**src/source/conv_pkg.sv**
```systemverilog
package conv_pkg;

  // Frame geometry.
  localparam int FRAME_ROWS = 7;
  localparam int FRAME_COLS = 7;
  localparam int WIN        = 5;
  localparam int TAPS       = WIN * WIN;

  // Datapath widths.
  localparam int PIX_W  = 8;
  localparam int COEF_W = 8;
  localparam int ACC_W  = 21;
  localparam int ADDR_W = 6;
  localparam int IDX_W  = 5;
  localparam int CNT_W  = 3;

  // Fetch sequencing, two filler columns per row.
  localparam int FETCH_COLS = FRAME_COLS + 2;
  localparam int FCOL_W     = 4;

  // Cycles from a fetch until its column sits at dx of 4.
  localparam int FILL_DEPTH = 2;

  // Controller states.
  localparam logic [1:0] ST_IDLE  = 2'd0;
  localparam logic [1:0] ST_FETCH = 2'd1;
  localparam logic [1:0] ST_DRAIN = 2'd2;

endpackage

```
**src/source/coef_bank.sv**
```systemverilog
`timescale 1ns/1ps

module coef_bank import conv_pkg::*; (
  input  logic                   clk,
  input  logic                   rst_n,
  input  logic                   i_coef_we,
  input  logic [IDX_W-1:0]       i_coef_idx,
  input  logic [COEF_W-1:0]      i_coef_data,
  output logic [TAPS*COEF_W-1:0] o_coef_flat
);

  logic [TAPS-1:0][COEF_W-1:0] coef_q;

  always_ff @(posedge clk or negedge rst_n) begin
    if (!rst_n) begin
      coef_q <= '0;
    end else if (i_coef_we) begin
      coef_q[i_coef_idx] <= i_coef_data;
    end
  end

  // Tap t sits at bits t*COEF_W upward.
  assign o_coef_flat = coef_q;

  a_coef_idx_range: assert property (@(posedge clk) disable iff (!rst_n)
    i_coef_we |-> i_coef_idx < IDX_W'(TAPS))
    else $error("coefficient index out of range");

endmodule

```
**config.mk**
```make
export PLATFORM = sky130hd
export DESIGN_NAME = coef_bank
export DESIGN_NICKNAME = d
export VERILOG_FILES = /design/src/source/conv_pkg.sv /design/src/source/coef_bank.sv
export SDC_FILE = /design/constraint.sdc
export NUM_CORES = 1
export LEC_CHECK = 0
export ABC_CLOCK_PERIOD_IN_PS = 1000
export BUFFER_PORTS_ARGS = -buffer_cell sky130_fd_sc_hd__buf_2
export CORE_MARGIN = 2
export CORE_UTILIZATION = 46
export CTS_CLUSTER_SIZE = 14
export DETAILED_ROUTE_END_ITERATION = 10
export PLACE_DENSITY = 0.81
export SLEW_MARGIN = 20
export SYNTH_ARGS = -nofsm -noshare
export SYNTH_HDL_FRONTEND = slang
export SYNTH_SLANG_ARGS = --single-unit
```
**constraint.sdc**
```tcl
create_clock -name clk -period 1 [get_ports clk]
set_clock_uncertainty 0.05 [all_clocks]
set_input_delay 0.2 -clock clk [delete_from_list [all_inputs] [get_ports clk]]
set_output_delay 0.2 -clock clk [all_outputs]
set_load 0.02 [all_outputs]
```
Yosys cells after proc, flatten, opt, wreduce, memory -nomap -nowiden --
Cells that the tools add are included.
Cells by class: $lt $le $gt $ge 2, reduce and logical (&&, ||, !) cells 1, multiplexer cells 3
Operators by type and width (number):
- 200-bit bitwise mux | 1
- 8-bit demux with 5-bit select | 1
- 8-bit two-way mux | 1
- 5-bit by 6-bit less-than comparator with 1-bit output, second input constant | 1
- 5-bit by 1-bit greater-or-equal comparator with 1-bit output, second input constant | 1
- 1-bit logical AND | 1
Storage, ports and cells: logic and storage cells 31, input port bits 16, flip-flop bits (word level) 200

Longest topological paths before layout --
depth in word-level cells 5, depth in mapped cells 5

Least setup slack after synthesis --
OpenSTA, ideal clock, no wires.
path type in2reg, from input i_coef_idx[0], to register coef_q (netlist bit o_coef_flat[119]), slack -356 ps, stages 4, required time 825 ps, path buffers 1, arrival 1182 ps, cells stage by stage buf_4 -> nand2b_1 -> nor2_2 -> mux2_2
Between the ends: cells in the longest elaborated chain, start to end 5, elaborated cells on any way between the ends 6, those cells by class order compare: 2; mux: 3; reduce/logical: 1
Ends and longest elaborated chain:
- from (decl) | line coef_bank.sv:7 | input logic [IDX_W-1:0] i_coef_idx,
- 5-bit by 6-bit less-than comparator with 1-bit output (implied by the code) or 5-bit by 1-bit greater-or-equal comparator with 1-bit output (tied branches) | line coef_bank.sv:18 | coef_q[i_coef_idx] <= i_coef_data;
- 1-bit logical AND (implied by the code) | line coef_bank.sv:18
- 8-bit two-way mux (implied by the code) | line coef_bank.sv:18
- 8-bit demux with 5-bit select (*) | line coef_bank.sv:18
- 200-bit bitwise mux (*) | line coef_bank.sv:18
- to (signal, indexed assignment) | line coef_bank.sv:18
- to (decl) | line coef_bank.sv:12 | logic [TAPS-1:0][COEF_W-1:0] coef_q;
Mark *: on every way between the ends. The rest lies on a longest branch, timed or not. A chain may end at the register's enable or synchronous reset.

Worst setup path in the final report --
from register coef_q (netlist bit o_coef_flat[112]), to output o_coef_flat[112]
RTL lines:
- to (decl) | line coef_bank.sv:9 | output logic [TAPS*COEF_W-1:0] o_coef_flat
No word-level cell between the ends.

==> results.md <==
* M3 GR Usage at 0.07686
* Die area at 17870 um2
* Crit path from: o_coef_flat[112]
* Starting Density at 0.4680
* Crit end category: output pin
* Post-Syn Nets at 478
* Clock Root Buffer: clkbuf_16
* DR pass1 iterations at 4
* Least-Margin Pin Slew at 674.1 ps
* Seq/Total Area, Yosys at 0.6471
* Critical path depth in cells at 1
* Num rows at 47
* CTS Buffer Depth at 2
* Pre-CTS setup slack at -631.0 ps
* CP Class: flip-flop to output pin
* Num CTS Buffers at 17
* Largest delay share family, worst path: flip-flops
* CTS tree: done
* Core area at 16520 um2
* Routed vias/inst at 5.241
* Min-delay src: i_coef_idx[0]
* Status: finished with violations
* WL/cell at 23.90 um
* Setup WS post-layout at -273.1 ps
* RD Place Congestion at 0.7838
* CTS H-tree lvls at 4
* Post-DRT Antenna Nets at 0
* Crit path largest cell delay at 430 ps
* Hold crit path type: input pin to flip-flop
* Vias at 5686
* Cell area power density at 2132 nW/um2
* Setup crit start kind: flip-flop
* Final hold vios at 0
* Synth Instances at 462
* Finished Layout Cells at 1085
* Post-synthesis register bit count at 200
* P_leak at 6.696 nW
* Initial DRC count at 298
* Routing usage on met1 at 0.3427
* Reg clk slew, reported paths at 70 ps
* Die X at 133.7 um
* Synth-to-layout area growth at 73.79%
* Share of post-route cells with drive strength above 1 at 0.7653
* Worst vdd ir at 0.001408 V
* Top Ports at 216
* Total of warnings raised by yosys at 0
* Register-to-Register Path Depth at 3
* Netlist cell types at 18
* First-pass GRT wire length at 37270 um
* Failing checks: setup timing
* Final hold slack at 163.7 ps
* Initial antenna violation count at 0
* CP Data Required Time at 750 ps
* Ant. Diodes at 0
* Slew Limit Fails at 0
* Endpoints failing setup at 259
* Grt peak-use layer: met2
* Reg-to-reg startpoint: o_coef_flat[57]
* Fmax at 785.5 MHz
* Number of max-cap violations at 0
* Post-layout min period at 1273 ps
* Relative max-transition margin at 0.5506
* Critical path fanouts, max at 2
* Largest register FFs at 200
* Setup Total Neg Slack at -47590 ps
* DPL Wire Length at 14350 um
* RSZ-0062 raised after global routing: true
* Port Buffer Count at 215
* Worst hold stages at 4
* Vias in the first global route at 6071
* Clock net sink count at 200
* Mapped Area at 7734 um2
* Mean Syn Cell Area at 16.74 um2
* Most frequent cells in the layout: 232 x buf_6, 200 x dfrtp_1, 117 x buf_4
* Worst skew pair latency at 430 ps
* Most common cell after layout, fill and taps aside: buf_6
* Placed Cells at 912
* Drt drc at 0
* Crit path buf inv count at 1
* GR Layer Usage met2 at 0.4863
* Pin count of the biggest net entering global routing at 43
* Final wirelength at 25930 um
* Gr usage total at 0.2795
* Total congestion overflow at 0
* Nets at 870
* Die height at 133.7 um
* CP max stage cell: dfrtp_1
* Period utilization at 1.273
* Critical-path cell list: buf_6
* Worst Path Arrival at 1020 ps
[through the flow]
stage               power (mW)  area, um2    util
finish                   28.66      13440  0.8134
global placement         16.99      10070  0.6092
floorplan                14.52       8218       -
detailed placement       17.23      10070  0.6092
global route             29.61      13440  0.8134
CTS                      27.51      12800  0.7749
[cell families after synthesis]
group / Yosys count / synth area share
buffers and inverters: 24 / 0.01650
flip-flops: 200 / 0.6471
multiplexers: 200 / 0.2912
AND/OR/NAND/NOR: 38 / 0.04514
[report_power, final]
| group | internal, mW | switching (mW) | total (mW) |
|---|---|---|---|
| registers | 9.67 | 1.41 | 11.1 |
| clock network | 3.96 | 3.18 | 7.14 |
| logic | 6.11 | 4.33 | 10.4 |
| total | 19.7 | 8.92 | 28.7 |
[synth_stat cells]
master	n	area, um2
nor2b_1	5	31.28
nor2_2	6	37.54
clkbuf_1	18	67.56
and4bb_4	3	48.80
nand2_2	12	75.07
buf_4	2	15.01
nor3_4	3	48.80
nand4b_1	1	8.760
nor4b_4	1	23.77
nand2b_1	2	12.51
mux2_1	3	33.78
nand4b_4	2	47.55
dfrtp_1	200	5005
nor2_1	1	3.750
and2b_1	1	7.510
nand2_1	1	3.750
buf_6	4	45.04
mux2_2	197	2218
[worst paths after layout]
path,endpoint,slack [ps]
hold / removal,o_coef_flat[151],160
setup / recovery,o_coef_flat[112],-270
setup reg to reg,o_coef_flat[57],-90
max in group asynchronous,o_coef_flat[101],180
min in group asynchronous,o_coef_flat[104],180
hold reg to reg,o_coef_flat[134],480
[final cells by class]
type	instances	area, um2
well taps	220	275.3
clock buffers	21	480.5
flip-flops and latches	200	5005
repair buffers	397	4305
multi-input cells	238	3261
clock inverters	9	113.9
fillers	766	3084
[repair_timing]
action / 4_1_cts / 5_1_grt
endpoints found under the hold margin: 200 / 0
setup endpoints to repair: 374 / 359
pin swaps: 8 / 15
hold buffers: 1 / 0
resized for setup: 438 / 61
cloned: 0 / 0
buffers inserted: 93 / 72
[per-layer routing]
metal  up-vias  wire length, um
li1       2405                -
met5         -                0
met2       239            13330
met4         0              523
met3        38             1590
met1      3004            10480
Note: power is estimated with default switching activity, not from simulation.
