==> config.mk <==
export PLATFORM = sky130hd
export DESIGN_NAME = conv_mac
export DESIGN_NICKNAME = d
export VERILOG_FILES = /design/src/source/conv_pkg.sv /design/src/source/conv_mac.sv
export SDC_FILE = /design/constraint.sdc
export NUM_CORES = 2
export LEC_CHECK = 0
export BUFFER_PORTS_ARGS = -buffer_cell sky130_fd_sc_hd__buf_2
export CORE_MARGIN = 1
export CORE_UTILIZATION = 60
export CTS_CLUSTER_DIAMETER = 50
export DETAILED_ROUTE_END_ITERATION = 16
export GPL_TIMING_DRIVEN = 1
export PLACE_DENSITY = 0.79
export SYNTH_ARGS = -nofsm -noshare
export SYNTH_HDL_FRONTEND = slang
export SYNTH_SLANG_ARGS = --single-unit
==> constraint.sdc <==
create_clock -name clk -period 4.4 [get_ports clk]
set_clock_uncertainty 0.15 [all_clocks]
set_input_delay 0.44 -clock clk [delete_from_list [all_inputs] [get_ports clk]]
set_output_delay 0.44 -clock clk [all_outputs]
set_load 0.1 [all_outputs]
==> src/source/conv_pkg.sv <==
package conv_pkg;

  // Frame geometry.
  localparam int FRAME_ROWS = 7;
  localparam int FRAME_COLS = 7;
  localparam int WIN        = 5;
  localparam int TAPS       = WIN * WIN;

  // Datapath widths.
  localparam int PIX_W  = 8;
  localparam int COEF_W = 8;
  localparam int ACC_W  = 21;
  localparam int ADDR_W = 6;
  localparam int IDX_W  = 5;
  localparam int CNT_W  = 3;

  // Fetch sequencing, two filler columns per row.
  localparam int FETCH_COLS = FRAME_COLS + 2;
  localparam int FCOL_W     = 4;

  // Cycles from a fetch until its column sits at dx of 4.
  localparam int FILL_DEPTH = 2;

  // Controller states.
  localparam logic [1:0] ST_IDLE  = 2'd0;
  localparam logic [1:0] ST_FETCH = 2'd1;
  localparam logic [1:0] ST_DRAIN = 2'd2;

endpackage

==> src/source/conv_mac.sv <==
`timescale 1ns/1ps

module conv_mac import conv_pkg::*; (
  input  logic                     clk,
  input  logic                     rst_n,
  input  logic [TAPS*PIX_W-1:0]    i_win_flat,
  input  logic                     i_win_valid,
  input  logic                     i_win_last,
  input  logic [TAPS*COEF_W-1:0]   i_coef_flat,
  output logic signed [ACC_W-1:0]  o_pix,
  output logic                     o_valid,
  output logic                     o_done
);

  logic signed [ACC_W-1:0] prod [TAPS];
  logic signed [ACC_W-1:0] row_sum [WIN];
  logic signed [ACC_W-1:0] row_sum_q [WIN];
  logic signed [ACC_W-1:0] total;
  logic                    valid_q;
  logic                    last_q;

  // Unsigned pixel times signed coefficient.
  for (genvar t = 0; t < TAPS; t++) begin : g_prod
    assign prod[t] = $signed({1'b0, i_win_flat[t*PIX_W +: PIX_W]}) *
                     $signed(i_coef_flat[t*COEF_W +: COEF_W]);
  end

  always_comb begin
    for (int dy = 0; dy < WIN; dy++) begin
      row_sum[dy] = '0;
      for (int dx = 0; dx < WIN; dx++) begin
        row_sum[dy] = row_sum[dy] + prod[dy*WIN+dx];
      end
    end
  end

  always_comb begin
    total = '0;
    for (int dy = 0; dy < WIN; dy++) begin
      total = total + row_sum_q[dy];
    end
  end

  // Stage 1, one sum per window row.
  always_ff @(posedge clk) begin
    if (i_win_valid) begin
      row_sum_q <= row_sum;
    end
  end

  // Stage 2, the full sum.
  always_ff @(posedge clk) begin
    if (valid_q) begin
      o_pix <= total;
    end
  end

  always_ff @(posedge clk or negedge rst_n) begin
    if (!rst_n) begin
      valid_q <= 1'b0;
      last_q  <= 1'b0;
      o_valid <= 1'b0;
      o_done  <= 1'b0;
    end else begin
      valid_q <= i_win_valid;
      last_q  <= i_win_valid && i_win_last;
      o_valid <= valid_q;
      o_done  <= last_q;
    end
  end

endmodule

* Word-level counts from Yosys, hierarchy flattened
Index checks and enable logic that the tools add are counted.
Storage, ports and cells: bits in registers 130, bits in latches 0, memory bits (writable) 0, ROM bits 0, bits of input ports 404, output and inout port bits 23, memories 0
Cells by class: add/subtract/negate cells 24, $mul 25, divide/modulo/power cells 0, $lt $le $gt $ge 0, equal/unequal tests 0, shift-type cells 0, mux-type cells 0, bitwise gates (word level) 0, reductions and logical operators 1
Operators with widths (number):
- $mul 9x8->17 | 25
- $add 20x17->21 | 5
- $add 19x17->20 | 5
- $add 18x17->19 | 5
- $add 17x17->18 | 5
- $add 21x21->21 | 4
- $logic_and 1x1->1 | 1

* Logic depth before layout (Yosys ltp)
depth after elaboration 5, depth in mapped cells 27

* Worst setup path after synthesis
OpenSTA, ideal clock, no wires.
kind input-to-reg, start input port i_coef_flat[167], end register row_sum_q[16] in the netlist's numbering (data pin), library setup time 0.266 ns, arrival 6.920 ns, setup slack -2.936 ns, cell stages on the path 25, buffers on the path 0, path through inv_1 > nor2_1 > fa_1 > inv_1 > fa_1 > inv_1 > fa_1 > inv_1 > fa_1 > fa_1 > inv_1 > fa_1 > fa_1 > inv_1 > fa_1 > inv_1 > ha_1 > ha_1 > a21oi_1 > o21ai_1 > o311a_1 > a31o_1 > a2111oi_0 > nor3_1 > xor2_1
RTL lines:
- start: declaration | line conv_mac.sv:9 | input logic [TAPS*COEF_W-1:0] i_coef_flat,
- end signal: assignment | line conv_mac.sv:47 | row_sum_q <= row_sum;
- end: declaration | line conv_mac.sv:17 | logic signed [ACC_W-1:0] row_sum_q [WIN];

==> results.yml <==
place:
  detailedPlace.worstSlack_ns: -3.193
  hpwlAfterDp_mm: 159.3
  gp_congestion: 0.9949
  port_buffers: 426
  post_dp_cell_area_um2: 77230
  placed_cells: 9441
timing:
  maxSlewViolCount: 0
  tightestPinTransition_ns: 1.153
  slew_headroom_pct: 23.15
  rsz0062_at_grt: "yes"
  fin_crit_sh_pct: 160.8
  layout_min_cycle_time_ns: 7.074
  setup_viol_count_final: 91
  max_clock_freq_mhz: 141.4
  setup_slack_ns: -2.674
  hold_viol: 0
status:
  outcome: "finished with violations"
  violations: "setup timing"
critical_path:
  timing.rr.start: "row_sum_q[1]"
  crit_path_top_delay_cell: "fa_2"
  cp_max_fo: 3
  crit_start: "i_coef_flat[46]"
  r2r_cells: 17
  arrival_ns: 7.10
  cp.required_ns: 4.43
  path_cells: "buf_6 > and2_4 > fa_1 > inv_1 > fa_1 > inv_1 > fa_1 > inv_2 > fa_1 > inv_1 > fa_1 > inv_2 > fa_1 > fa_2 > fa_1 > fa_1 > inv_2 > ha_4 > a21o_1 > a221o_1 > a311oi_2 > o21ai_1 > a21oi_1 > xnor2_1"
  critPathKind: "input pin to register"
  critPathMaxStageDelay_ns: 0.59
  start_kind: "input pin"
  reg2reg_slack_ns: -0.01
  timing.critical_path.mode_cell: "fa_1"
  crit_path_end: "row_sum_q[82]"
  end_kind: "register"
  worst_r2r_endpoint: "o_pix[17]"
drt:
  first_pass_iters: 8
  wire_per_inst_um: 18.83
  postRouteAntennaNets: 0
  drt_iter0_markers: 2467
  drc: 0
  routed_via_density: 5.154
  vias: 49280
  detail_route.wirelength_mm: 180.0
global_routing:
  grt_antenna_before_repair: 14
  grtUsageTotal_pct: 33.27
  grt_max_degree: 38
  grt_pass1_wl_mm: 289.3
  overflow: 0
  grt_pass1_vias: 56250
logic_synthesis:
  synth_ff_type: "edfxtp_1"
  yosysSeqAreaShare_pct: 5.851
  yosys.area.top_type: "fa_1"
  synth_cell_types: 57
  synth_warnings: 0
  syn_nets: 9679
  async_flop_share_pct: 3.077
  yosysMostFrequentCell: "inv_1"
  ys_top_cells_by_count: "inv_1 (2018), fa_1 (1564), ha_1 (946)"
  synth_area_leaders: "fa_1 (47%), ha_1 (18%), inv_1 (11%)"
  netlist_instances: 6765
  yosys_register_bits: 130
  yosysTopAreaCellShare_pct: 47.17
  syn_avg_cell_area_um2: 9.812
  syn_area_um2: 66370
  synth_edf_count: 126
clock_tree:
  clk_pin_slew_ns: 0.06
  cts_buffers: 17
  clkSinkCount: 130
  root_buffer: "clkbuf_16"
  clockBufferDepth: 2
  cts_tree: "done"
  clock_latency_ns: 0.44
  h-tree-depth: 4
floorplanning:
  io_pins: 427
  chipHeight_um: 334.6
  die_x_um: 334.6
  die_area_um2: 112000
  rows: 121
  start_util_pct: 60.72
  coreArea_um2: 109300
final_layout:
  finish.utilization_pct: 75.23
  final_net_count: 10980
  layout-drive-gt1-share_pct: 24.26
  final_area_um2: 82230
  layout.cells.non_filler: 9561
  area_delta_synth_final_pct: 23.89
  fill_cells: 7451
run:
  drv_cap: 0
worst_hold_path:
  hp-class: "input pin to register"
## sequential cells by signal (all words and copies together) (netlist names)
register	cells
last_q	1
o_pix	21
o_done	1
valid_q	1
row_sum_q	105
o_valid	1
## layer usage
layer / global-route usage, % / routed length [um] / up-vias
met2: 60.32 / 94420 / 1390
met3: 3.279 / 8674 / 434
met5: 0 / 55 / -
met1: 41.11 / 69180 / 25150
li1: - / - / 22300
met4: 12.22 / 7713 / 8
## area by class of cell
cell class / instances / area (um2) / share of cell area [%]
Multi-Input combinational cell: 4608 / 58230 / 70.81
Timing Repair Buffer: 1283 / 10050 / 12.22
Inverter: 2022 / 7625 / 9.272
Sequential cell: 130 / 3884 / 4.723
Tap cell: 1476 / 1847 / 2.246
Clock buffer: 19 / 432.9 / 0.5265
Clock inverter: 13 / 136.4 / 0.1659
Antenna cell: 10 / 25.02 / 0.03043
## cells by family (layout without fill, tap and decap cells)
group / count (synthesis) / in the layout / synth area share, %
AOI/OAI and AO/OA: 227 / 227 / 2.236
xor gates and xnor gates: 122 / 122 / 1.610
and+or+nand+nor: 1746 / 1746 / 13.79
adders and majority gates: 2510 / 2510 / 65.00
DFF: 130 / 130 / 5.851
buffers and inverters: 2027 / 3337 / 11.46
muxes: 3 / 3 / 0.04524
other: 0 / 10 / 0
## cell usage in the layout, fill, tap and decap left out, types with 14 or more instances in the layout
cell / count
inv_1: 1895
buf_6: 219
nand2_2: 32
clkbuf_16: 17
o21a_1: 18
xnor2_1: 68
a21oi_2: 21
ha_1: 816
ha_4: 125
a21oi_4: 22
xor2_1: 18
and2_4: 104
o21ai_0: 14
edfxtp_1: 126
nor2_2: 20
fa_1: 1477
nor2_1: 147
nand2b_1: 78
buf_4: 746
inv_2: 114
and2_1: 807
buf_2: 280
a21o_1: 36
nand2_1: 488
xnor2_2: 20
buf_8: 21
a21oi_1: 31
fa_2: 87
o21ai_2: 14
## how the worst min path moves through the flow
stage,startpoint,to,slack (ns),cells after the start
2_1_floorplan,rst_n,last_q,-0.006,0
3_3_place_gp,rst_n,o_done,0.1,1
3_5_place_dp,rst_n,o_done,0.1,1
4_1_cts,i_win_last,last_q,0.05,2
5_1_grt,i_win_last,last_q,0.05,2
6_report,i_win_last,last_q,0.07,2
## metrics by stage
step | hold WS [ns] | TNS, ns
6_report | 0.06902 | -174.63
5_1_grt | 0.05294 | -187.21
4_1_cts | 0.05116 | -170.03
3_5_place_dp | 0.09716 | -222.83
3_3_place_gp | 0.09557 | -217.71
2_1_floorplan | -0.005591 | -164.75
## critical path, delay by kind of cell
kind / cells / cell delay, ns
fa+ha+maj: 10 / 4.76
compound gates: 5 / 1.23
buf+inv: 7 / 0.39
simple gates: 1 / 0.15
xor+xnor: 1 / 0.12
## timing repair
item / CTS / global route
gates resized for setup: 682 / 271
cloned: 0 / 0
pin swaps: 359 / 200
setup endpoints to repair: 94 / 103
hold buffers: 1 / 0
hold endpoints to repair: 4 / 0
setup buffers: 65 / 42
Power is left out: the tool's default activity adds up to more than one toggle a clock period on the data nets, which glitch-free logic cannot reach.
