$ cat config.mk
export PLATFORM = sky130hd
export DESIGN_NAME = frame_mem
export DESIGN_NICKNAME = d
export VERILOG_FILES = /design/src/source/conv_pkg.sv /design/src/source/frame_mem.sv
export SDC_FILE = /design/constraint.sdc
export NUM_CORES = 1
export LEC_CHECK = 0
export ABC_AREA = 1
export CORE_MARGIN = 5
export CORE_UTILIZATION = 29
export CTS_CLUSTER_DIAMETER = 150
export DETAILED_ROUTE_END_ITERATION = 6
export DONT_BUFFER_PORTS = 1
export PLACE_DENSITY = 0.55
export SETUP_SLACK_MARGIN = 0.15
export SLEW_MARGIN = 20
export SYNTH_ARGS = -nofsm -noshare
export SYNTH_HDL_FRONTEND = slang
export SYNTH_SLANG_ARGS = --single-unit
export TNS_END_PERCENT = 50
$ cat constraint.sdc
create_clock -name clk -period 1.3 [get_ports clk]
set_input_delay 0 -clock clk [delete_from_list [all_inputs] [get_ports clk]]
set_output_delay 0 -clock clk [all_outputs]
set_load 0.01 [all_outputs]
$ cat src/source/conv_pkg.sv
package conv_pkg;

  // Frame geometry.
  localparam int FRAME_ROWS = 7;
  localparam int FRAME_COLS = 7;
  localparam int WIN        = 5;
  localparam int TAPS       = WIN * WIN;

  // Datapath widths.
  localparam int PIX_W  = 8;
  localparam int COEF_W = 8;
  localparam int ACC_W  = 21;
  localparam int ADDR_W = 6;
  localparam int IDX_W  = 5;
  localparam int CNT_W  = 3;

  // Fetch sequencing, two filler columns per row.
  localparam int FETCH_COLS = FRAME_COLS + 2;
  localparam int FCOL_W     = 4;

  // Cycles from a fetch until its column sits at dx of 4.
  localparam int FILL_DEPTH = 2;

  // Controller states.
  localparam logic [1:0] ST_IDLE  = 2'd0;
  localparam logic [1:0] ST_FETCH = 2'd1;
  localparam logic [1:0] ST_DRAIN = 2'd2;

endpackage

$ cat src/source/frame_mem.sv
`timescale 1ns/1ps

module frame_mem import conv_pkg::*; (
  input  logic              clk,
  input  logic              rst_n,
  input  logic              i_pix_we,
  input  logic [ADDR_W-1:0] i_pix_addr,
  input  logic [PIX_W-1:0]  i_pix_data,
  input  logic              i_fetch_en,
  input  logic [CNT_W-1:0]  i_fetch_row,
  input  logic [FCOL_W-1:0] i_fetch_col,
  output logic [PIX_W-1:0]  o_col_pix0,
  output logic [PIX_W-1:0]  o_col_pix1,
  output logic [PIX_W-1:0]  o_col_pix2,
  output logic [PIX_W-1:0]  o_col_pix3,
  output logic [PIX_W-1:0]  o_col_pix4
);

  logic [PIX_W-1:0] mem [FRAME_ROWS*FRAME_COLS];
  logic [PIX_W-1:0] rd_q [WIN];
  logic             col_in;

  always_ff @(posedge clk) begin
    if (i_pix_we) begin
      mem[i_pix_addr] <= i_pix_data;
    end
  end

  assign col_in = (i_fetch_col < FCOL_W'(FRAME_COLS));

  // One read lane per window row, row r+dy-2.
  for (genvar dy = 0; dy < WIN; dy++) begin : g_lane
    logic [CNT_W:0]  src_row;
    logic            row_in;
    logic [ADDR_W-1:0] rd_addr;

    assign src_row = {1'b0, i_fetch_row} + (CNT_W+1)'(dy);
    assign row_in  = (src_row >= 2) && (src_row < FRAME_ROWS + 2);
    assign rd_addr = ADDR_W'((src_row - 2) * FRAME_COLS + i_fetch_col);

    always_ff @(posedge clk or negedge rst_n) begin
      if (!rst_n) begin
        rd_q[dy] <= '0;
      end else if (i_fetch_en) begin
        rd_q[dy] <= (row_in && col_in) ? mem[rd_addr] : '0;
      end
    end
  end

  assign o_col_pix0 = rd_q[0];
  assign o_col_pix1 = rd_q[1];
  assign o_col_pix2 = rd_q[2];
  assign o_col_pix3 = rd_q[3];
  assign o_col_pix4 = rd_q[4];

  a_pix_addr_range: assert property (@(posedge clk) disable iff (!rst_n)
    i_pix_we |-> i_pix_addr < ADDR_W'(FRAME_ROWS * FRAME_COLS))
    else $error("pixel write address out of frame");

endmodule

# After elaboration in Yosys (flattened, before gate mapping)
# Memory sizes are Yosys's and may differ from the RTL's.
# Cells that the tools add are included.
[totals]
input_bits = 25
elab_cells = 53
ram_bits = 392
out_inout_bits = 40
n_memories = 1
regBits = 40
[classes]
muxes = 7
order_cmp = 11
n_mul = 5
reduce_logical = 10
n_addsub = 14
[mem_list]
columns = ["name", "depth", "width", "rd", "rd_ports_with_merged_regs", "write_ports", "line", "source"]
rows = [
  ["mem", 49, 8, 5, 0, 1, "frame_mem.sv:19", "logic [PIX_W-1:0] mem [FRAME_ROWS*FRAME_COLS];"],
]
[ops]
columns = ["cell", "count"]
rows = [
  ["$mux W8", 5],
  ["$add A6 B5 Y6", 5],
  ["$mul A5 B4 Y6 const B", 4],
  ["$sub A4 B2 Y5 const B", 4],
  ["$ge A4 B2 Y1 const B", 4],
  ["$lt A4 B4 Y1 const B", 4],
  ["$logic_and A1 B1 Y1", 10],
  ["$add A3 B2 Y4 const B", 2],
  ["$mul A4 B4 Y6 const B", 1],
  ["$add A3 B1 Y4 const B", 1],
  ["$add A3 B3 Y4 const B", 1],
  ["$lt A3 B4 Y1 const B", 1],
  ["$lt A4 B3 Y1 const B", 1],
  ["$sub A3 B2 Y4 const B", 1],
  ["$ge A3 B2 Y1 const B", 1],
  ["$mux W1", 2],
]

# Longest topological paths before layout
# An unclocked memory read counts as a cell.
[logic_depth]
ltp_word = 6
ltp_mapped = 21
depth_no_buf = 20

# Worst setup path before layout
# No wires, ideal clock.
[synth_path]
path_kind = "input to register"
start = "input port i_fetch_row[0]"
end = "register rd_q, in the netlist o_col_pix1[5]"
arrival_ps = 3423
setup_slack_ps = -2239
setup_time_ps = 116
cell_stages = 17
path_buffers = 1
required_time_ps = 1184
path_cell_list = "inv_1 > ha_1 > a21oi_1 > ha_1 > fa_1 > inv_1 > fa_1 > ha_1 > a21oi_1 > nand3_1 > nand2_1 > clkbuf_1 > nand3_1 > nand2_1 > nand2_1 > nand2_1 > nand2_1"
[synth_via]
elab_chain_cells = 6
word_cells_on_any_way = 10
classes_between = "add/sub (3); mul (1); order compare (2); mux (1); reduce/logical (2); memory (1)"
[synth_lines]
columns = ["element", "line", "source"]
rows = [
  ["from (decl)", "frame_mem.sv:10", "input logic [CNT_W-1:0] i_fetch_row,"],
  ["$add A3 B1 Y4 (*)", "frame_mem.sv:37", "assign src_row = {1'b0, i_fetch_row} + (CNT_W+1)'(dy);"],
  ["$sub A4 B2 Y5", "frame_mem.sv:39", "assign rd_addr = ADDR_W'((src_row - 2) * FRAME_COLS + i_fetch_col);"],
  ["$mul A5 B4 Y6", "frame_mem.sv:39", ""],
  ["$add A6 B5 Y6", "frame_mem.sv:39", ""],
  ["$mem_v2 Z49 W8", "--", ""],
  ["$mux W8 (*)", "frame_mem.sv:45", "rd_q[dy] <= (row_in && col_in) ? mem[rd_addr] : '0;"],
  ["to (signal, indexed assignment)", "frame_mem.sv:45", ""],
  ["to (decl)", "frame_mem.sv:20", "logic [PIX_W-1:0] rd_q [WIN];"],
]
# Mark *: on every way between the ends. The rest lies on a longest branch, timed or not.
# A chain may end at the register's enable or synchronous reset.

# Worst setup path in the final report
[layout_path]
start = "input port i_fetch_row[1]"
end = "register rd_q, in the netlist o_col_pix1[3]"
# Same word-level chain as after synthesis.

==> flow_summary.json <==
{
  "post-route-period-util_pct": 214,
  "period_minus_slack_ns": 2.79,
  "vias_per_cell": 5.68,
  "start_util_pct": 29.2,
  "grt_pass1_vias": 29300,
  "worstMarginPinSlew_ns": 0.603,
  "multi_input_area_um2": 17400,
  "reg2regPathDepth": 11,
  "fmax_ghz": 0.359,
  "drt_first_pass_iters": 7,
  "holdPathStages": 5,
  "crit_path_frequent_cell": "nand2_1",
  "htree_levels": 2,
  "cellPowerDensity_nw_per_um2": 2160,
  "holdWs_ns": -0.222,
  "die_w_um": 327,
  "drt-total-wl_mm": 155,
  "r2r_start": "mem[4][2]",
  "layout_setup_ws_ns": -1.49,
  "crit_path_top_delay_cell": "fa_1",
  "drv_cap": 0,
  "insertion_delay_ns": 0.65,
  "clk_pin_slew_ns": 0.07,
  "synth_cells": 3995,
  "arrival_ns": 3.33,
  "worstPathCellList": "clkinvlp_4 > ha_4 > a21oi_4 > ha_4 > fa_1 > inv_1 > fa_1 > ha_4 > buf_6 > a21oi_4 > nand2_1 > nand2_2 > nand2_4 > clkbuf_16 > clkinv_8 > nand3_1 > nand2_1 > nand2_2 > nand2_1 > nand2_1",
  "ys_seq_area_share_pct": 43.8,
  "port_buffers": 0,
  "outcome": "finished with violations",
  "total_power_mw": 87.8,
  "seq_power_share_pct": 18.9,
  "synth_area_um2": 29200,
  "switching_share_pct": 47.9,
  "num_rows": 116,
  "ioPinCount": 65,
  "required_ns": 1.85,
  "drtAntennaViolNets": 0,
  "drcViolationCount": 0,
  "cts_made_buffers": 51,
  "final_common_cell": "nand2_1",
  "yosysWarnings": 0,
  "setup_violations": 40,
  "rsz0062_at_grt": "yes",
  "overflow": 0,
  "internal-power_mw": 45.8,
  "combPwrFrac_pct": 63.7,
  "grt_max_degree": 61,
  "clockRootBuffer": "clkbuf_16",
  "fin_skew_ns": 0.0513,
  "violations": "hold timing, setup timing",
  "final_util_pct": 40.6,
  "core_area_um2": 100000,
  "yosysUniqueCellTypes": 37,
  "cp-startpoint": "i_fetch_row[1]",
  "path_max_fanout": 12,
  "area_delta_synth_final_pct": 39.2,
  "maxSlewViolCount": 0,
  "dp_hpwl_mm": 108,
  "grt_pass1_wl_mm": 214,
  "final_hold_viol_count": 11,
  "hp-class": "in2reg",
  "hold_path.startpoint": "i_fetch_row[2]",
  "routedWlPerCell_um": 27.2,
  "synth-seq-cells": 432,
  "synth_fp_nets": 4094,
  "grt_use_total_pct": 27.3,
  "relSlewSlack_pct": 59.8,
  "crit_path_end_kind": "flip-flop",
  "layout-drive-gt1-share_pct": 26.1,
  "n_fill_cell": 9962,
  "final_cell_mix": "nand2_1, nand3_1, edfxtp_1, buf_4, nand3_2",
  "antenna_found_initial": 6,
  "drtIter0Drc": 5175,
  "die_area_um2": 107000,
  "leakagePower_nw": 17.5,
  "nets": 4457,
  "crit_path_max_incr_delay_ns": 0.52,
  "regArea_um2": 12800,
  "cts.sinks": 432,
  "crit_path_start_kind": "input port",
  "cts_tree": "built",
  "vias": 32400,
  "path_class": "in2reg",
  "power.switching_mw": 42.1,
  "vdd_drop_max_mv": 1.25,
  "die_h_um": 327,
  "gp_congestion": 1.06,
  "cts.path.max_buffers": 3,
  "p_clk_share_pct": 17.4,
  "postSynthAreaPerCell_um2": 7.30
}
-- worst max-delay path, delay by kind of cell --
family,cells,cell delay [ns]
compound gates,2,0.29
buf+inv,5,0.58
simple gates,8,0.66
fa+ha+maj,5,1.78
-- Yosys cell counts --
cell / number / area (µm²)
a211oi_1: 1 / 7.51
a21boi_0: 1 / 7.51
a21boi_1: 1 / 7.51
a21o_1: 1 / 7.51
a21oi_1: 50 / 250
a31o_2: 1 / 8.76
buf_1: 34 / 128
buf_2: 132 / 661
buf_4: 2 / 15.0
buf_6: 12 / 135
clkbuf_1: 76 / 285
clkinv_1: 2 / 7.51
dfrtp_1: 40 / 1000
edfxtp_1: 392 / 11800
fa_1: 17 / 340
ha_1: 57 / 713
inv_1: 108 / 405
inv_2: 10 / 37.5
nand2_1: 1615 / 6060
nand2_2: 6 / 37.5
nand3_1: 1265 / 6330
nand3b_1: 2 / 15.0
nand4_1: 1 / 6.26
nor2_1: 84 / 315
nor2_2: 1 / 6.26
nor3_1: 8 / 40.0
nor4_1: 2 / 12.5
o211ai_1: 10 / 75.1
o21ai_0: 4 / 20.0
o21ai_1: 24 / 120
o21ai_2: 1 / 8.76
o21bai_1: 9 / 67.6
or2_2: 7 / 43.8
xnor2_1: 5 / 43.8
xnor2_2: 3 / 48.8
xor2_1: 8 / 70.1
xor2_2: 3 / 48.8
-- cells by family after synthesis --
logic type	count (synthesis)	share of synthesized area (%)
buffers and inverters	376	5.74
flip-flops	432	43.8
XOR/XNOR	19	0.725
AND/OR/NAND/NOR	2991	44.1
adder cells (fa/ha/maj)	74	3.61
AO/OA/AOI/OAI	103	1.99
-- final cells by class --
class | instances | area share, %
Antenna cell | 4 | 0.0247
Clock buffer | 61 | 3.39
Clock inverter | 33 | 0.897
Inverter | 120 | 1.34
Multi-Input combinational cell | 3187 | 42.8
Sequential cell | 432 | 31.5
Tap cell | 1298 | 4.00
Timing Repair Buffer | 565 | 16.0
Timing Repair inverter | 1 | 0.0216
-- state kept, by name (all words and copies together), names as in the netlist --
signal / cells
mem: 392
o_col_pix0: 8
o_col_pix1: 8
o_col_pix2: 8
o_col_pix3: 8
o_col_pix4: 8
-- path summary, 6_finish.rpt --
kind	endpoint	slack, ns
max	o_col_pix1[3]	-1.49
min	o_col_pix4[6]	-0.22
max reg2reg	o_col_pix4[2]	-0.48
min reg2reg	o_col_pix3[3]	0.51
max in group asynchronous	o_col_pix1[6]	0.58
min in group asynchronous	o_col_pix0[5]	0.40
-- through the flow --
step                      setup TNS (ns)  hold WS, ns  instance area (µm²)  std cells  setup WS [ns]
after global placement            -85.58       -0.294                34200       5467          -2.23
after detailed placement          -85.97       -0.294                34200       5467          -2.26
after floorplan                   -66.10       -0.296                29500       3995          -1.87
after CTS                         -49.87       -0.253                38600       5643          -1.39
after global routing              -54.37       -0.199                40600       5698          -1.59
final                             -51.83       -0.222                40600       5701          -1.49
-- repair_timing --
| item | in CTS | in global routing |
|---|---|---|
| hold buffers | 32 | 1 |
| cloned | 14 | 13 |
| pin swaps | 67 | 135 |
| hold endpoints to repair | 504 | 20 |
| resized for setup | 347 | 310 |
| setup endpoints to repair | 61 | 267 |
| setup buffers | 36 | 40 |
-- routing by layer --
layer / track usage [%] / wire length, µm / vias to the layer above
met1: 37.6 / 61600 / 15500
met3: 6.09 / 18100 / 448
met5: 0 / 41 / -
met2: 40.2 / 64700 / 2164
li1: - / - / 14300
met4: 14.2 / 10800 / 6
-- power groups by stage --
stage	combinational [mW]	sequential (mW)	clock, mW
3_3_place_gp	39.0	16.9	0
6_report	55.9	16.6	15.3
3_5_place_dp	38.8	16.9	0
5_1_grt	57.2	16.6	16.0
2_1_floorplan	20.1	16.4	0
4_1_cts	47.8	16.6	15.5
Note: power is estimated with default switching activity, not from simulation.
