[config.mk]
export PLATFORM = sky130hd
export DESIGN_NAME = window_5x5
export DESIGN_NICKNAME = d
export VERILOG_FILES = /design/src/source/conv_pkg.sv /design/src/source/window_5x5.sv
export SDC_FILE = /design/constraint.sdc
export NUM_CORES = 1
export LEC_CHECK = 0
export BUFFER_PORTS_ARGS = -buffer_cell sky130_fd_sc_hd__buf_4
export CORE_ASPECT_RATIO = 0.6
export CORE_MARGIN = 5
export CORE_UTILIZATION = 55
export CTS_CLUSTER_DIAMETER = 100
export DETAILED_ROUTE_END_ITERATION = 10
export PLACE_DENSITY = 0.8
export SLEW_MARGIN = 20
export SYNTH_ARGS = -nofsm -noshare
export SYNTH_HDL_FRONTEND = slang
export SYNTH_SLANG_ARGS = --single-unit
export TNS_END_PERCENT = 5
[constraint.sdc]
create_clock -name clk -period 2.9 [get_ports clk]
set_input_delay 0.145 -clock clk [delete_from_list [all_inputs] [get_ports clk]]
set_output_delay 0.145 -clock clk [all_outputs]
set_load 0.02 [all_outputs]
[src/source/conv_pkg.sv]
package conv_pkg;

  // Frame geometry.
  localparam int FRAME_ROWS = 7;
  localparam int FRAME_COLS = 7;
  localparam int WIN        = 5;
  localparam int TAPS       = WIN * WIN;

  // Datapath widths.
  localparam int PIX_W  = 8;
  localparam int COEF_W = 8;
  localparam int ACC_W  = 21;
  localparam int ADDR_W = 6;
  localparam int IDX_W  = 5;
  localparam int CNT_W  = 3;

  // Fetch sequencing, two filler columns per row.
  localparam int FETCH_COLS = FRAME_COLS + 2;
  localparam int FCOL_W     = 4;

  // Cycles from a fetch until its column sits at dx of 4.
  localparam int FILL_DEPTH = 2;

  // Controller states.
  localparam logic [1:0] ST_IDLE  = 2'd0;
  localparam logic [1:0] ST_FETCH = 2'd1;
  localparam logic [1:0] ST_DRAIN = 2'd2;

endpackage

[src/source/window_5x5.sv]
`timescale 1ns/1ps

module window_5x5 import conv_pkg::*; (
  input  logic                  clk,
  input  logic                  rst_n,
  input  logic [PIX_W-1:0]      i_col_pix0,
  input  logic [PIX_W-1:0]      i_col_pix1,
  input  logic [PIX_W-1:0]      i_col_pix2,
  input  logic [PIX_W-1:0]      i_col_pix3,
  input  logic [PIX_W-1:0]      i_col_pix4,
  input  logic                  i_win_en,
  output logic [TAPS*PIX_W-1:0] o_win_flat,
  output logic                  o_win_valid,
  output logic                  o_win_last
);

  logic [PIX_W-1:0] col_pix [WIN];
  logic [PIX_W-1:0] shift_q [WIN][WIN];
  logic [CNT_W-1:0] row_q;
  logic [CNT_W-1:0] col_q;
  logic             row_eq_max;
  logic             col_eq_max;
  logic             row_ok [WIN];
  logic             col_ok [WIN];

  assign col_pix[0] = i_col_pix0;
  assign col_pix[1] = i_col_pix1;
  assign col_pix[2] = i_col_pix2;
  assign col_pix[3] = i_col_pix3;
  assign col_pix[4] = i_col_pix4;

  assign row_eq_max = (row_q == CNT_W'(FRAME_ROWS - 1));
  assign col_eq_max = (col_q == CNT_W'(FRAME_COLS - 1));

  // Output position of the window being registered.
  always_ff @(posedge clk or negedge rst_n) begin
    if (!rst_n) begin
      col_q <= '0;
    end else if (i_win_en) begin
      col_q <= col_eq_max ? '0 : col_q + 1'b1;
    end
  end

  always_ff @(posedge clk or negedge rst_n) begin
    if (!rst_n) begin
      row_q <= '0;
    end else if (i_win_en && col_eq_max) begin
      row_q <= row_q + 1'b1;
    end else if (row_q == CNT_W'(FRAME_ROWS)) begin
      row_q <= '0;
    end
  end

  // Newest column enters at dx of 4.
  always_ff @(posedge clk) begin
    for (int dy = 0; dy < WIN; dy++) begin
      for (int dx = 0; dx < WIN - 1; dx++) begin
        shift_q[dy][dx] <= shift_q[dy][dx+1];
      end
      shift_q[dy][WIN-1] <= col_pix[dy];
    end
  end

  // Border tests per window row and column.
  assign row_ok[0] = !(row_q < 2);
  assign row_ok[1] = !(row_q < 1);
  assign row_ok[2] = 1'b1;
  assign row_ok[3] = !(row_q > FRAME_ROWS - 2);
  assign row_ok[4] = !(row_q > FRAME_ROWS - 3);

  assign col_ok[0] = !(col_q < 2);
  assign col_ok[1] = !(col_q < 1);
  assign col_ok[2] = 1'b1;
  assign col_ok[3] = !(col_q > FRAME_COLS - 2);
  assign col_ok[4] = !(col_q > FRAME_COLS - 3);

  always_ff @(posedge clk) begin
    if (i_win_en) begin
      for (int dy = 0; dy < WIN; dy++) begin
        for (int dx = 0; dx < WIN; dx++) begin
          o_win_flat[(dy*WIN+dx)*PIX_W +: PIX_W] <=
            (row_ok[dy] && col_ok[dx]) ? shift_q[dy][dx] : '0;
        end
      end
    end
  end

  always_ff @(posedge clk or negedge rst_n) begin
    if (!rst_n) begin
      o_win_valid <= 1'b0;
      o_win_last  <= 1'b0;
    end else begin
      o_win_valid <= i_win_en;
      o_win_last  <= i_win_en && row_eq_max && col_eq_max;
    end
  end

  // Controller must not start a frame while the row counter wraps.
  a_no_win_at_wrap: assert property (@(posedge clk) disable iff (!rst_n)
    i_win_en |-> row_q != CNT_W'(FRAME_ROWS))
    else $error("window strobe during row counter wrap");

endmodule

# == Word-level counts from Yosys, hierarchy flattened ==
# Memories as Yosys holds them, arrays and structs flattened.
# Cells that the tools add are included.
# word_totals
register_bits,208
mem_bits_rw,200
elab_cells,74
mem_count,1
# op_classes
n_addsub,2
n_lt_le_gt_ge,8
n_eq_ne,3
n_mux,3
reduce_logical,28
# mem_list
memory,depth,width,rd,rd_ports_with_merged_regs,wr,line,rtl
shift_q,5,40,5,0,5,window_5x5.sv:18,logic [PIX_W-1:0] shift_q [WIN][WIN];
# ops
cell,n
$logic_and 1x1->1,19
$gt 3x3->1 const B,4
$eq 3x3->1 const B,3
$mux 3,3
$logic_not 1->1,8
$add 3x1->3 const B,2
$lt 3x1->1 const B,2
$lt 3x2->1 const B,2
$reduce_bool 2->1,1

# == Logic depth before layout (Yosys ltp) ==
# Gate-level depths: netlist of the first run.
# depth
ltp_word,3
depth_mapped,4
depth_no_buf,4

# == Least setup slack after synthesis of the first run ==
# Ideal clock, no wire load.
# synth_path
path_kind,flip-flop to flip-flop
startpoint,register row_q[0]
endpoint,"register o_win_flat[40] (read register of shift_q), data pin"
arrival_ns,1.168
required_ns,2.645
slack_ns,1.477
stages_incl_launch_ff,4
path_buffers,1
synth_period_minus_slack_ns,1.423
path_cell_list,dfrtp_1 or3_4 clkbuf_1 and3_1
# synth_via
elab_chain_len,3
# synth_lines
element,line,rtl
from (decl),window_5x5.sv:19,logic [CNT_W-1:0] row_q;
from (signal assigned),window_5x5.sv:48,row_q <= row_q + 1'b1;
$lt 3x1->1,window_5x5.sv:66,assign row_ok[1] = !(row_q < 1);
$logic_not 1->1,window_5x5.sv:66,
$logic_and 1x1->1,window_5x5.sv:82,(row_ok[dy] && col_ok[dx]) ? shift_q[dy][dx] : '0;
to (decl),window_5x5.sv:12,"output logic [TAPS*PIX_W-1:0] o_win_flat,"
# No other way between the ends.
# A chain may end at the register's enable or synchronous reset.

# == Final worst setup path of the first run ==
# layout_path
startpoint,register col_q[1]
endpoint,"register o_win_flat[70] (read register of shift_q), data pin"
# layout_via
elab_chain_len,3
# layout_lines
element,line,rtl
from (decl),window_5x5.sv:20,logic [CNT_W-1:0] col_q;
from (signal assigned),window_5x5.sv:40,col_q <= col_eq_max ? '0 : col_q + 1'b1;
$gt 3x3->1,window_5x5.sv:74,assign col_ok[3] = !(col_q > FRAME_COLS - 2);
$logic_not 1->1,window_5x5.sv:74,
$logic_and 1x1->1,window_5x5.sv:82,
# No other way between the ends.

==> results.toml, run 1 <==
[clocking]
cts_tree = "built"
numClockSinks = 408
path_clk_slew_ns = 0.06
clk_latency_ns = 0.49
cts_root_buffer = "clkbuf_16"
post_cts_resized = 0
htree_num_levels = 2
cts_buffers = 35
clockBufferDepth = 3

[detailed_routing]
wl_um = 24400
drt-met1-wl_um = 10400
routed-wl-met3_um = 2240
met2_length_um = 11400
via_per_inst = 5.01
antenna_left = 0
post_drt_wl_per_cell_um = 19.3
routed.top_layer = "met4"
vias = 6339
drc = 0
drt_first_pass_iters = 4
drtIter0Drc = 526

[grt]
grt_pass1_wl_um = 37700
antenna_found_initial = 0
grt.total_usage = 0.190
grt_pass1_vias = 6600
grt_overflow = 0
grt_max_degree = 77

[setup_path]
crit_path_max_fanout = 23
cp_data_arrival_time_ns = 2.22
cp_slowest_cell = "nand2_1"
crit_family = "simple AND/OR/NAND/NOR gates"
crit_chain = "nand2_1 > buf_4 > and3_1"
critPathCaptureType = "flip-flop"
cp_num_buf_inv = 1
cpPeakStageDelay_ns = 0.57
crit_type = "flip-flop to flip-flop"
cp-start-kind = "flip-flop"
required_ns = 3.14

[finish]
area_growth_pct = 30.8
nFillCells = 1283
instances_no_fill = 1265
layout.nets = 1009
final_layout_size_suffix_gt1_frac = 0.314
antenna_cells = 0

[min_path]
hold_class = "input pin to flip-flop"

[floorplan]
start_util = 0.564
die_h_um = 124
die-area_mm2 = 0.0249
core_mm2 = 0.0212
ios = 245
die_width_um = 200
std_cell_rows = 41

[timing]
setup_violations = 0
min_period_ns = 1.98
fmax_mhz = 505
tightest_slew_ns = 0.824
finalCritPeriodShare = 0.683
fin_skew_ns = 0.0116
worst_slack_ns = 0.920
relSlewSlack = 0.450
maxSlewViolCount = 0
hold_viol_final = 0
finalSetupTns_ns = 0
rsz0062_at_grt = "no"

[logic_synthesis]
synth_area_mm2 = 0.0120
yosysWarnings = 0
synthDistinctLibCells = 27
synth_ff_type = "edfxtp_1"
syn-num-nets = 714
ys_ff_latch = 408
postSynthCellCount = 667
synth_enable_flop_cells = 200
async_flop_share = 0.0196
synth_area_per_cell_um2 = 17.9
ys_seq_area_frac = 0.854

[power]
power.density_mw_per_mm2 = 982
p_leak_nw = 6.83
ir_worst_vdd_mv = 0.649

[run_status]
status = "complete, no violations"

[placement]
globalplace.congestion = 0.773
dp_hpwl_um = 15100
dp.cells = 1161
placement.io_buffers = 244
place_ws_ns = 0.943

[job]
maxCapViolCount = 0
## Yosys cell counts, drive strengths merged, types with 3 or more instances
cell,n,area share
and2,56,0.029
and3,96,0.050
buf,11,0.0072
clkbuf,26,0.0082
dfrtp,8,0.017
dfxtp,200,0.33
edfxtp,200,0.50
ha,4,0.0042
mux2,3,0.0028
nand2,3,0.00094
nor2b,3,0.0016
o211a,32,0.027
o21a,8,0.0050
o21ai,3,0.0016
## cell type report
class                           instances  area [um2]  area share
Inverter                                2        7.51    0.000480
Multi-Input combinational cell        220        1580       0.101
Timing Repair Buffer                  295        2350       0.150
Clock inverter                         10         128     0.00816
Tap cell                              279         349      0.0223
Clock buffer                           51        1020      0.0651
Sequential cell                       408       10200       0.653
## per-layer routing
layer,GRT usage,vias up
met5,0,-
met4,0.0323,0
met3,0.0721,28
met2,0.306,208
met1,0.255,3106
li1,-,2997
## timing repair
item,CTS,global route
setup endpoints to repair,0,0
buffers inserted,0,0
hold buffers,43,0
hold endpoints to repair,48,0
## sequential cells by signal, indices dropped and copies added, names as in the netlist
| register | cells |
|---|---|
| o_win_last | 1 |
| o_win_valid | 1 |
| shift_q | 200 |
| o_win_flat | 200 |
| col_q | 3 |
| row_q | 3 |
## placed cells by master, fill, tap and decap left out
master         count
buf_4            249
edfxtp_1         200
dfxtp_1          200
and3_1            96
and2_1            56
dlygate4sd3_1     43
clkbuf_16         37
o211a_1           32
clkbuf_1          10
o21a_1             8
dfrtp_1            8
clkbuf_8           5
clkinv_2           5
ha_1               4
nand2_1            3
nor2b_1            3
mux2_2             3
bufinv_16          3
inv_1              2
nand2b_1           2
mux2i_1            2
o21ai_4            2
or3_4              2
buf_12             2
nand4b_1           1
nor2_1             1
o21ai_0            1
a22o_1             1
a21oi_1            1
or2_2              1
or2_1              1
clkinv_1           1
clkinv_4           1
## power breakdown
part           internal [mW]  switching (mW)
clock network           2.71            1.90
registers               7.07           0.368
logic                   1.36            1.96
## path summary, 6_finish.rpt
kind / slack [ns] / cells after the start / from / end
worst max-delay path: 0.92 / 3 / col_q[1] / o_win_flat[70]
worst min-delay path: 0.28 / 1 / i_win_en / o_win_flat[150]
worst max register to register: 0.92 / 3 / col_q[1] / o_win_flat[70]
worst min register to register: 0.34 / 0 / shift_q[1][26] / shift_q[1][34]
max in group asynchronous: 1.46 / 4 / rst_n / col_q[0]
min in group asynchronous: 0.54 / 3 / rst_n / o_win_last
## through the flow
step	total power [mW]	hold WS (ns)	instance area, um2	util
after floorplan	9.44	-0.151	12000	-
after global placement	10.8	-0.0197	14100	0.664
after detailed placement	10.9	-0.0186	14100	0.664
after CTS	15.5	0.271	15600	0.738
after global routing	16.1	0.287	15600	0.738
final	15.4	0.285	15600	0.738
## kinds of logic after synthesis
| logic type | share of synthesized area |
|---|---|
| adder cells (fa/ha/maj) | 0.00419 |
| flip-flops | 0.854 |
| multiplexers | 0.00450 |
| buffers and inverters | 0.0160 |
| AND/OR/NAND/NOR | 0.0870 |
| AO/OA/AOI/OAI | 0.0345 |
No activity file was read; power rests on OpenSTA's default activity.
==> run 2: changes to the inputs <==
--- a/config.mk
+++ b/config.mk
@@ -8,10 +8,10 @@
 export BUFFER_PORTS_ARGS = -buffer_cell sky130_fd_sc_hd__buf_4
 export CORE_ASPECT_RATIO = 0.6
 export CORE_MARGIN = 5
-export CORE_UTILIZATION = 55
+export CORE_UTILIZATION = 48
 export CTS_CLUSTER_DIAMETER = 100
 export DETAILED_ROUTE_END_ITERATION = 10
-export PLACE_DENSITY = 0.8
+export PLACE_DENSITY = 0.74
 export SLEW_MARGIN = 20
 export SYNTH_ARGS = -nofsm -noshare
 export SYNTH_HDL_FRONTEND = slang
==> constraint.sdc (replaced) <==
create_clock -name clk -period 1.66 [get_ports clk]
set_input_delay 0.083 -clock clk [delete_from_list [all_inputs] [get_ports clk]]
set_output_delay 0.083 -clock clk [all_outputs]
set_load 0.02 [all_outputs]
==> results.toml, run 2 (synthesized netlist as in run 1, its figures left out) <==
[run_status]
status = "complete, no violations"

[timing]
tightest_slew_ns = 0.621
maxSlewViolCount = 0
fmax_mhz = 633
setup_violations = 0
fin_skew_ns = 0.0156
min_period_ns = 1.58
worst_slack_ns = 0.0808
relSlewSlack = 0.586
finalCritPeriodShare = 0.951
hold_viol_final = 0
rsz0062_at_grt = "no"
finalSetupTns_ns = 0

[finish]
nFillCells = 1745
final_cell_mix = "252 x buf_4, 200 x edfxtp_1, 200 x dfxtp_1, 96 x and3_1, 56 x and2_1"
reg_top3 = "o_win_flat: 200 flops, shift_q: 200 flops"
mostFrequentLayoutCell = "buf_4"
instances_no_fill = 1322
area_growth_pct = 32.2
final_layout_size_suffix_gt1_frac = 0.322
finalCoreUtilization = 0.649
layout.nets = 1019
antenna_cells = 0

[placement]
dp_hpwl_um = 15600
place_ws_ns = 0.0799
globalplace.congestion = 0.782
placement.io_buffers = 244
dp.cells = 1213

[setup_path]
crit_type = "flip-flop to flip-flop"
crit_family = "simple AND/OR/NAND/NOR gates"
cp_slowest_cell = "or2_2"
crit_path_max_fanout = 40
required_ns = 1.93
cpPeakStageDelay_ns = 0.56
cp-start-kind = "flip-flop"
crit_chain = "or2_2 > and3_1"
critPathCaptureType = "flip-flop"
cp_data_arrival_time_ns = 1.85
cp_num_buf_inv = 0

[power]
p_leak_nw = 6.88
ir_worst_vdd_mv = 1.21
power.density_mw_per_mm2 = 1700
finalPower_mw = 26.9

[grt]
grt_max_degree = 73
grt_pass1_wl_um = 38200
grt_overflow = 0
antenna_found_initial = 0
grt_pass1_vias = 6495
grt.total_usage = 0.174

[detailed_routing]
wl_um = 24600
antenna_left = 0
drt_first_pass_iters = 5
vias = 6370
drtIter0Drc = 387
post_drt_wl_per_cell_um = 18.6
via_per_inst = 4.82
drc = 0

[clocking]
numClockSinks = 408
clk_latency_ns = 0.51
cts_tree = "built"
clockBufferDepth = 3
path_clk_slew_ns = 0.06
post_cts_resized = 0
cts_root_buffer = "clkbuf_16"
htree_num_levels = 2
cts_buffers = 36

[floorplan]
ios = 245
die-area_mm2 = 0.0283
std_cell_rows = 44
die_width_um = 214
core_mm2 = 0.0243
start_util = 0.491
die_h_um = 132

[min_path]
hold_class = "input pin to flip-flop"

[job]
maxCapViolCount = 0
## run 2: area by class of cell
cell class | count | area (um2) | area share
Sequential cell | 408 | 10200 | 0.646
Timing Repair Buffer | 304 | 2500 | 0.158
Multi-Input combinational cell | 220 | 1580 | 0.0999
Clock buffer | 53 | 1030 | 0.0650
Tap cell | 322 | 403 | 0.0255
Clock inverter | 13 | 81.3 | 0.00515
Inverter | 2 | 7.51 | 0.000475
## run 2: worst paths after layout
kind / start / end / slack, ns / depth (start not counted)
min reg2reg: shift_q[0][23] / shift_q[0][31] / 0.34 / 0
min in group asynchronous: rst_n / row_q[0] / 0.60 / 3
max reg2reg: row_q[1] / o_win_flat[30] / 0.08 / 2
max: row_q[1] / o_win_flat[30] / 0.08 / 2
max in group asynchronous: rst_n / o_win_last / 0.75 / 3
min: i_col_pix0[1] / shift_q[0][1] / 0.20 / 2
## run 2: where the power goes
part | internal [mW] | switching [mW] | leakage, nW
registers | 12.4 | 0.491 | 3.80
clock network | 4.34 | 3.45 | 0.545
logic | 2.62 | 3.64 | 2.54
## run 2: through the flow
step	hold WS [ns]	instance area, um2
5_1_grt	0.182	15800
6_report	0.200	15800
4_1_cts	0.174	15800
2_1_floorplan	-0.213	12000
3_3_place_gp	-0.0844	14300
3_5_place_dp	-0.0856	14300
## run 2: repair_timing
item                                   in CTS  in global routing
setup buffers                               0                  0
endpoints found under the hold margin      62                  0
hold buffers                               43                  0
## run 2: routing by layer
metal	up-vias	wire length [um]	global-route usage
li1	3021	-	-
met2	211	11300	0.260
met5	-	0	0
met4	0	493	0.0526
met3	33	2260	0.0647
met1	3105	10600	0.241
